[config.mk]
export PLATFORM = sky130hd
export DESIGN_NAME = fetch_top
export DESIGN_NICKNAME = d
export VERILOG_FILES = /design/src/hw/fetch_pkg.sv /design/src/hw/pc_gen.sv /design/src/hw/imem_bram.sv /design/src/hw/branch_predecode.sv /design/src/hw/if_id_reg.sv /design/src/hw/fetch_top.sv
export SDC_FILE = /design/constraint.sdc
export NUM_CORES = 2
export LEC_CHECK = 0
export ABC_AREA = 1
export BUFFER_PORTS_ARGS = -buffer_cell sky130_fd_sc_hd__buf_2
export CAP_MARGIN = 0
export CORE_UTILIZATION = 50
export DETAILED_ROUTE_END_ITERATION = 10
export PLACE_DENSITY = 0.66
export SLEW_MARGIN = 25
export SYNTH_ARGS = -nofsm -noshare
export SYNTH_HDL_FRONTEND = slang
export SYNTH_SLANG_ARGS = --single-unit
[constraint.sdc]
create_clock -name clk -period 12.07 [get_ports clk]
set_clock_uncertainty 0.1 [all_clocks]
set_input_delay 0.6035 -clock clk [delete_from_list [all_inputs] [get_ports clk]]
set_output_delay 0.6035 -clock clk [all_outputs]
set_load 0.02 [all_outputs]
[src/hw/fetch_pkg.sv]
package fetch_pkg;

  // Machine width for PCs and instruction words
  localparam int xlen = 32;

  // Major opcodes seen by the predecoder
  localparam logic [6:0] opc_jal    = 7'b1101111;
  localparam logic [6:0] opc_branch = 7'b1100011;

  // Address issued to the instruction memory this cycle
  typedef struct packed {
    logic            valid;
    logic [xlen-1:0] pc;
  } fetch_req_t;

  // Memory response, one cycle behind the request
  typedef struct packed {
    logic            valid;
    logic [xlen-1:0] pc;
    logic [31:0]     instr;
  } fetch_pkt_t;

  // B-type field layout, immediate bits scattered around the registers
  typedef struct packed {
    logic       imm12;
    logic [5:0] imm10_5;
    logic [4:0] rs2;
    logic [4:0] rs1;
    logic [2:0] funct3;
    logic [3:0] imm4_1;
    logic       imm11;
    logic [6:0] opcode;
  } b_fmt_t;

  // J-type field layout
  typedef struct packed {
    logic       imm20;
    logic [9:0] imm10_1;
    logic       imm11;
    logic [7:0] imm19_12;
    logic [4:0] rd;
    logic [6:0] opcode;
  } j_fmt_t;

  // One fetched word, read either as a branch or as a jump
  typedef union packed {
    logic [31:0] raw;
    b_fmt_t      b_view;
    j_fmt_t      j_view;
  } instr_u;

  // Static prediction result
  typedef struct packed {
    logic            taken;
    logic [xlen-1:0] target;
  } pred_t;

  // Everything the decode stage receives
  typedef struct packed {
    logic            valid;
    logic [xlen-1:0] pc;
    logic [xlen-1:0] pc_plus4;
    logic [31:0]     instr;
    pred_t           pred;
  } id_pkt_t;

endpackage

[src/hw/pc_gen.sv]
`timescale 1ns/1ps

module pc_gen (
  input  logic                         clk,
  input  logic                         rst_n,
  input  logic                         stall,
  input  logic                         redirect_valid,
  input  logic [fetch_pkg::xlen-1:0]   redirect_target,
  input  logic                         pkt_valid,
  input  fetch_pkg::pred_t             pred,
  output fetch_pkg::fetch_req_t        req,
  output logic                         squash
);

  // Current fetch address
  logic [fetch_pkg::xlen-1:0] pc_q;
  // Prediction accepted this cycle
  logic                       pred_take;
  logic [fetch_pkg::xlen-1:0] pc_next;

  // A prediction only counts when the front end moves and no redirect wins
  assign pred_take = pkt_valid & pred.taken & ~stall & ~redirect_valid;

  // Fall-through request in flight is wrong once a prediction is taken
  assign squash = pred_take;

  // Redirect first, then prediction, then sequential
  always_comb begin
    if (redirect_valid) begin
      pc_next = redirect_target;
    end else if (pred_take) begin
      pc_next = pred.target;
    end else begin
      pc_next = pc_q + fetch_pkg::xlen'(4);
    end
  end

  always_ff @(posedge clk) begin
    if (!rst_n) begin
      pc_q <= '0;
    end else begin
      // Redirect still lands during stall
      if (redirect_valid) begin
        pc_q <= pc_next;
      end else if (!stall) begin
        pc_q <= pc_next;
      end
    end
  end

  // Request goes straight from the PC register, issued every cycle
  assign req.valid = 1'b1;
  assign req.pc    = pc_q;

endmodule

[src/hw/imem_bram.sv]
`timescale 1ns/1ps

module imem_bram #(
  parameter int IMEM_AW = 6
) (
  input  logic                        clk,
  input  logic                        rst_n,
  input  logic                        stall,
  input  logic                        redirect_valid,
  input  logic                        squash,
  input  fetch_pkg::fetch_req_t       req,
  input  logic                        we,
  input  logic [IMEM_AW-1:0]          waddr,
  input  logic [31:0]                 wdata,
  output fetch_pkg::fetch_pkt_t       pkt
);

  // Word-addressed storage
  logic [31:0] mem [2**IMEM_AW];

  logic [IMEM_AW-1:0]         raddr;
  logic                       valid_q;
  logic [fetch_pkg::xlen-1:0] pc_q;
  logic [31:0]                instr_q;

  // Byte PC down to word index, low two bits dropped
  assign raddr = req.pc[IMEM_AW+1:2];

  // Load port used before the program runs
  always_ff @(posedge clk) begin
    if (we) begin
      mem[waddr] <= wdata;
    end
  end

  // Registered read, held along with its PC under stall
  always_ff @(posedge clk) begin
    if (!stall) begin
      instr_q <= mem[raddr];
      pc_q    <= req.pc;
    end
  end

  // Redirect also kills a packet held by stall, it is from the old path
  always_ff @(posedge clk) begin
    if (!rst_n) begin
      valid_q <= 1'b0;
    end else if (redirect_valid) begin
      valid_q <= 1'b0;
    end else if (!stall) begin
      valid_q <= req.valid & ~squash;
    end
  end

  assign pkt.valid = valid_q;
  assign pkt.pc    = pc_q;
  assign pkt.instr = instr_q;

endmodule

[src/hw/branch_predecode.sv]
`timescale 1ns/1ps

module branch_predecode (
  input  fetch_pkg::fetch_pkt_t pkt,
  output fetch_pkg::pred_t      pred
);

  // Same word, seen as B and as J
  fetch_pkg::instr_u          iw;
  logic                       is_jal;
  logic                       is_branch;
  logic [fetch_pkg::xlen-1:0] b_off;
  logic [fetch_pkg::xlen-1:0] j_off;
  logic [fetch_pkg::xlen-1:0] off;

  assign iw = pkt.instr;

  // Opcode sits in the same place in both views
  assign is_jal    = (iw.j_view.opcode == fetch_pkg::opc_jal);
  assign is_branch = (iw.b_view.opcode == fetch_pkg::opc_branch);

  // B offset, 13 bits signed, bit 0 always zero
  assign b_off = {
    {(fetch_pkg::xlen - 13){iw.b_view.imm12}},
    iw.b_view.imm12,
    iw.b_view.imm11,
    iw.b_view.imm10_5,
    iw.b_view.imm4_1,
    1'b0
  };

  // J offset, 21 bits signed
  assign j_off = {
    {(fetch_pkg::xlen - 21){iw.j_view.imm20}},
    iw.j_view.imm20,
    iw.j_view.imm19_12,
    iw.j_view.imm11,
    iw.j_view.imm10_1,
    1'b0
  };

  assign off = is_jal ? j_off : b_off;

  always_comb begin
    pred.target = pkt.pc + off;
    // JAL always taken
    if (is_jal) begin
      pred.taken = pkt.valid;
    end else if (is_branch) begin
      // Backward taken, forward not taken; sign is imm12
      pred.taken = pkt.valid & iw.b_view.imm12;
    end else begin
      // JALR and the rest fall through
      pred.taken = 1'b0;
    end
  end

endmodule

[src/hw/if_id_reg.sv]
`timescale 1ns/1ps

module if_id_reg (
  input  logic                  clk,
  input  logic                  rst_n,
  input  logic                  stall,
  input  logic                  flush,
  input  fetch_pkg::fetch_pkt_t pkt,
  input  fetch_pkg::pred_t      pred,
  output fetch_pkg::id_pkt_t    id
);

  logic                       valid_q;
  logic [fetch_pkg::xlen-1:0] pc_q;
  logic [fetch_pkg::xlen-1:0] pc_plus4_q;
  logic [31:0]                instr_q;
  fetch_pkg::pred_t           pred_q;

  // Payload follows the packet whenever the pipe moves
  always_ff @(posedge clk) begin
    if (!stall) begin
      pc_q       <= pkt.pc;
      pc_plus4_q <= pkt.pc + fetch_pkg::xlen'(4);
      instr_q    <= pkt.instr;
      pred_q     <= pred;
    end
  end

  // Flush wins over stall
  always_ff @(posedge clk) begin
    if (!rst_n) begin
      valid_q <= 1'b0;
    end else if (flush) begin
      valid_q <= 1'b0;
    end else if (!stall) begin
      valid_q <= pkt.valid;
    end
  end

  // Decode stage view
  assign id.valid    = valid_q;
  assign id.pc       = pc_q;
  assign id.pc_plus4 = pc_plus4_q;
  assign id.instr    = instr_q;
  assign id.pred     = pred_q;

endmodule

[src/hw/fetch_top.sv]
`timescale 1ns/1ps

module fetch_top #(
  parameter int IMEM_AW = 6
) (
  input  logic                       clk,
  input  logic                       rst_n,
  input  logic                       stall,
  input  logic                       redirect_valid,
  input  logic [fetch_pkg::xlen-1:0] redirect_target,
  input  logic                       imem_we,
  input  logic [IMEM_AW-1:0]         imem_waddr,
  input  logic [31:0]                imem_wdata,
  output fetch_pkg::id_pkt_t         id
);

  // PC to memory
  fetch_pkg::fetch_req_t req;
  // Memory to predecoder and IF/ID
  fetch_pkg::fetch_pkt_t pkt;
  // Prediction, back to the PC and on to decode
  fetch_pkg::pred_t      pred;
  // Kill of the fall-through fetch
  logic                  squash;

  // Next PC and PC register
  pc_gen u_pc_gen (
    .clk             (clk),
    .rst_n           (rst_n),
    .stall           (stall),
    .redirect_valid  (redirect_valid),
    .redirect_target (redirect_target),
    .pkt_valid       (pkt.valid),
    .pred            (pred),
    .req             (req),
    .squash          (squash)
  );

  // One-cycle instruction memory
  imem_bram #(
    .IMEM_AW (IMEM_AW)
  ) u_imem (
    .clk            (clk),
    .rst_n          (rst_n),
    .stall          (stall),
    .redirect_valid (redirect_valid),
    .squash         (squash),
    .req            (req),
    .we             (imem_we),
    .waddr          (imem_waddr),
    .wdata          (imem_wdata),
    .pkt            (pkt)
  );

  // Static predictor on the returned word
  branch_predecode u_predecode (
    .pkt  (pkt),
    .pred (pred)
  );

  // Redirect flushes IF/ID at the same edge
  if_id_reg u_if_id (
    .clk   (clk),
    .rst_n (rst_n),
    .stall (stall),
    .flush (redirect_valid),
    .pkt   (pkt),
    .pred  (pred),
    .id    (id)
  );

endmodule

After elaboration in Yosys (flattened, before gate mapping):

Memories as Yosys holds them, arrays and structs flattened. A register that Yosys moved wholly into a read port is not among the register bits.
Index checks and enable logic that the tools add are counted.

* equal/unequal tests: 3
* add/subtract/negate cells: 3
* bitwise gates (word level): 8
* reduce and logical (&&, ||, !) cells: 2
* mux-type cells: 9

Operators with widths (number)
* $mux W32: 4
* $add A32 B3 Y32 const B: 2
* $add A32 B32 Y32: 1
* $mux W20: 1
* $eq A7 B7 Y1 const B: 2
* $and A1 B1 Y1: 4
* $mux W1: 4
* $not A1 Y1: 4
* $ne A2 B1 Y1 const B: 1
* $reduce_or A2 Y1: 1
* $logic_not A1 Y1: 1

* RAM bits: 2048
* register bits after elaboration: 195
* memories kept: 1
* bits of input ports: 75
* word-level logic and storage cells: 35
* output and inout port bits: 130

Memory list
* u_imem.mem: depth 64, bits a word 32, rd ports 1, clocked after memory_dff 1, write ports 1, RTL line imem_bram.sv:19 `logic [31:0] mem [2**IMEM_AW];`

Depth between registers and ports, before layout:

* word-level depth: 10
* depth in mapped cells: 20
* mapped depth without buffers: 19

Modules after synthesis:

A second synthesis with hierarchy kept.

* cell total of the unflattened synthesis: 8102
* area total of the unflattened synthesis: 93981.4 µm²

Modules (own cells, without submodules)
* imem_bram: cells each 6820, seq. area each 63440.8 µm², instances 1, area each 84090.6 µm²
* if_id_reg: cells each 307, seq. area each 3833.7 µm², instances 1, area each 4708.3 µm²
* pc_gen: cells each 451, seq. area each 640.6 µm², instances 1, area each 2640.0 µm²
* branch_predecode: cells each 524, seq. area each 0.0 µm², instances 1, area each 2542.4 µm²

Worst setup path after synthesis:

OpenSTA, ideal clock, no wires.

* kind: input to register
* start: input port stall
* end: register u_pc_gen.pc_q[12] (netlist name)
* setup slack: 6.329 ns
* arrival time: 5.571 ns
* library setup time: 0.070 ns
* data required time: 11.900 ns
* path buffers: 2
* stages: 7
* cells stage by stage: inv_1 nor2_1 inv_1 clkbuf_1 buf_1 nand3_1 a21oi_1

* word-level cells in the longest chain between the ends: 7
* elaborated cells between the ends (all ways): 8
* classes of those cells: eq/ne: 1; mux: 4; bitwise: 3

Ends and longest elaborated chain
* start: declaration: RTL line fetch_top.sv:8 `input logic stall,`
* $not A1 Y1: RTL line pc_gen.sv:22 `assign pred_take = pkt_valid & pred.taken & ~stall & ~redirect_valid;`
* $and A1 B1 Y1 (2 in series): RTL line pc_gen.sv:22
* $mux W32: RTL line pc_gen.sv:31 `end else if (pred_take) begin`
* $mux W32: RTL line pc_gen.sv:29 `if (redirect_valid) begin`
* $mux W32: RTL line pc_gen.sv:45 `end else if (!stall) begin`
* $mux W32: RTL line pc_gen.sv:43 `if (redirect_valid) begin`
* end signal: assignment: RTL line pc_gen.sv:44 `pc_q <= pc_next;`
* end signal: assignment: RTL line pc_gen.sv:46 `pc_q <= pc_next;`
* end: declaration: RTL line pc_gen.sv:16 `logic [fetch_pkg::xlen-1:0] pc_q;`

Several ways; a longest one is shown, not always the timed one. The select of a mux whose other input is x is not followed.
A chain may end at the register's enable or synchronous reset.

==> flow_summary.toml <==
[routing]
routed_wl_um = 265000
drc = 0
drt_iter0_drc = 8239
route.vias.total = 59700
firstDrtPassIters = 7
drtAntennaViolNets = 0
vias_per_cell = 6.16
wire_per_inst_um = 27.3

[grt]
grt_pass1_vias = 56000
antenna_found_initial = 11
grt_pass1_wl_um = 381000
grt-ovfl-total = 0
grt_max_degree = 199
grt.total_usage_pct = 28.3

[logic_synthesis]
syn_avg_cell_area_sq_um = 12.9
synth.cell_area_sq_mm = 0.0907
synth_warnings = 0
synth_seq_area_share_pct = 74.8
syn_inst = 7019
ys_seq_elements = 2272
synth_cell_types = 39
synth_fp_nets = 7130

[die]
rows = 155
die_area_sq_mm = 0.183
die_x_um = 428
fp.coreArea_sq_mm = 0.179
io_pins = 205
die_height_um = 428
start_util_pct = 50.6

[flow_run]
max-cap-violations = 0

[sta]
maxSlewViolCount = 0
hold_viol_final = 0
fmax_mhz = 203
setup_viol = 0
fin_crit_sh_pct = 40.8
tightest_slew_ns = 1.30
rsz0062_at_grt = "no"
tns_ns = 0
period_minus_slack_ns = 4.92
maxSlewHeadroom_pct = 13.4

[setup_path]
timing.critical_path.slowest_cell_delay_ns = 0.86
cp_slowest_cell = "buf_4"
critPathKind = "reg2reg"
cp.required_ns = 12.63
cp_max_fo = 154
endpoint_kind = "flop"
path_cells = "buf_12, buf_4, buf_4, nor2_1, nor2_1, o21ai_0, o211ai_1, o211ai_1, nand4_1, nand3_1, nand3_1"
path_delay_family = "buffers and inverters"
crit_path_start_kind = "flop"
worst_ep_arrival_time_ns = 5.48
crit_buf_inv = 3

[clock_network]
insertion_delay_ns = 0.87
htree_levels = 4
cts-buffers-inserted = 218
root_buffer = "clkbuf_16"
cts_tree = "built"
cts.clk_slew.worst_paths_ns = 0.06
cts_sinks = 2272
post_cts_buffers = 0
clockBufferDepth = 3

[power]
p_per_area_mw_per_mm2 = 170
combPwrFrac_pct = 9.5
ir_drop_v = 0.000160
intPower_mw = 13.0
pwr-share-seq_pct = 51.9
swShare_pct = 24.6
p_leak_nw = 33.2
finalPower_mw = 17.2
p_sw_mw = 4.24
clockPowerShare_pct = 38.6

[final_layout]
layout-drive-gt1-share_pct = 9.90
num-fill-cells = 14200
fin_nets = 7258
area_growth_pct = 11.9

[outcome]
status = "completed"

[placement]
gp_congestion = 0.956
dp_hpwl_um = 140000
portBuffers = 204

[worst_hold_path]
hold_path.class = "in2reg"
[metrics by stage]
step           instance area [sq um]  utilization (%)  setup WS (ns)  hold slack (ns)  cells
2_1_floorplan                  90700                -           6.33            0.303   7019
3_3_place_gp                   94400             52.6           7.46            0.316   9268
3_5_place_dp                   94500             52.7           7.40            0.330   9268
4_1_cts                       102000             56.6           7.39           0.0169   9691
5_1_grt                       102000             56.6           7.03           0.0743   9691
6_report                      102000             56.6           7.15           0.0689   9692
[registers in the layout, indices dropped and copies added, names as in the netlist]
signal	flops
u_if_id.pc_plus4_q	31
u_if_id.instr_q	32
u_pc_gen.pc_q	32
u_if_id.valid_q	1
u_imem.valid_q	1
u_imem.pc_q	32
u_if_id.pc_q	30
u_imem.mem	2048
u_if_id.id	33
u_imem.instr_q	32
[logic make-up after synthesis]
group	Yosys count	share of synthesized area [%]
flip-flops	2272	74.8
adder cells (fa/ha/maj)	36	0.505
XOR/XNOR	60	0.579
multiplexers	4	0.0496
buffers and inverters	595	2.79
AND/OR/NAND/NOR	2252	10.0
AO/OA/AOI/OAI	1800	11.2
[worst paths after layout]
path                  endpoint                 from  slack, ns  depth (start not counted)
min          u_pc_gen.pc_q[23]  redirect_target[23]       0.07                          5
max          u_imem.instr_q[1]     u_pc_gen.pc_q[2]       7.15                         11
max reg2reg  u_imem.instr_q[1]     u_pc_gen.pc_q[2]       7.15                         11
min reg2reg     u_imem.pc_q[0]     u_pc_gen.pc_q[0]       0.36                          0
[Yosys cell counts (all sizes together)]
cell type / n / area (sq um)
edfxtp: 2238 / 67200
nor2: 1288 / 4840
o21ai: 1103 / 5520
nand2: 553 / 2080
clkbuf: 327 / 1230
nand3: 301 / 1510
o22ai: 282 / 1760
inv: 143 / 537
a21oi: 142 / 711
o211ai: 136 / 1020
buf: 124 / 764
o221ai: 121 / 1060
nand4: 46 / 294
xor2: 38 / 333
ha: 35 / 438
dfxtp: 34 / 681
nor3: 32 / 170
xnor2: 22 / 193
and2: 15 / 93.8
nand3b: 13 / 97.6
a31oi: 11 / 68.8
mux2: 4 / 45.0
nor3b: 2 / 15.0
o21bai: 2 / 15.0
or2: 2 / 12.5
a211oi: 1 / 7.51
a22o: 1 / 8.76
clkinv: 1 / 3.75
fa: 1 / 20.0
o211a: 1 / 10.0
[cells in the final DEF, fill, tap and decap left out, drive strengths merged]
master / netlist / final
a21oi: 142 / 142
ha: 35 / 35
nand4: 46 / 46
clkbuf: 327 / 278
nand3b: 13 / 13
o211ai: 136 / 136
nor3: 32 / 32
fa: 1 / 1
bufinv: 0 / 17
o22ai: 282 / 282
clkinvlp: 0 / 2
diode: 0 / 1
nor2: 1288 / 1288
inv: 143 / 150
dlygate4sd3: 0 / 14
nand3: 301 / 301
o211a: 1 / 1
edfxtp: 2238 / 2238
dfxtp: 34 / 34
o21ai: 1103 / 1103
or2: 2 / 2
nor3b: 2 / 2
buf: 124 / 345
a31oi: 11 / 11
mux2: 4 / 4
nand2: 553 / 553
xor2: 38 / 38
a211oi: 1 / 1
a22o: 1 / 1
clkinv: 1 / 106
and2: 15 / 15
o221ai: 121 / 121
xnor2: 22 / 22
o21bai: 2 / 2
[timing repair]
item / 4_1_cts / 5_1_grt
hold buffers: 14 / 0
hold endpoints to repair: 14 / 0
resized for setup: 0 / 0
[worst min-delay path: stages]
cell and delay [ns]:
buf_2 0.07, nand2_1 0.05, nand2_1 0.07, a21oi_1 0.04, a21oi_1 0.15
[per-layer routing]
layer / vias to the layer above / global-route usage (%) / part of all wire, %
met5: - / 0 / 0.029
met4: 14 / 10.8 / 3.8
met3: 497 / 5.68 / 11
met2: 3391 / 44.8 / 46
met1: 29600 / 38.7 / 39
li1: 26200 / - / -
[power groups by stage]
stage | logic [mW] | registers, mW | clock network (mW)
5_1_grt | 1.76 | 8.95 | 7.00
3_3_place_gp | 1.58 | 9.10 | 0
3_5_place_dp | 1.61 | 9.10 | 0
4_1_cts | 1.62 | 8.94 | 6.70
2_1_floorplan | 0.907 | 9.11 | 0
6_report | 1.64 | 8.94 | 6.65
[area by class of cell]
type | instances | area [sq um] | area share, %
antenna | 1 | 2.50 | 0.00246
clock buffer | 278 | 5770 | 5.68
clock inverter | 131 | 1160 | 1.14
inverter | 144 | 576 | 0.567
multi-input combinational | 4152 | 20800 | 20.5
sequential | 2272 | 67900 | 66.9
tap | 2355 | 2950 | 2.90
timing repair buffer | 359 | 2350 | 2.32
No activity file was read; power rests on OpenSTA's default activity.
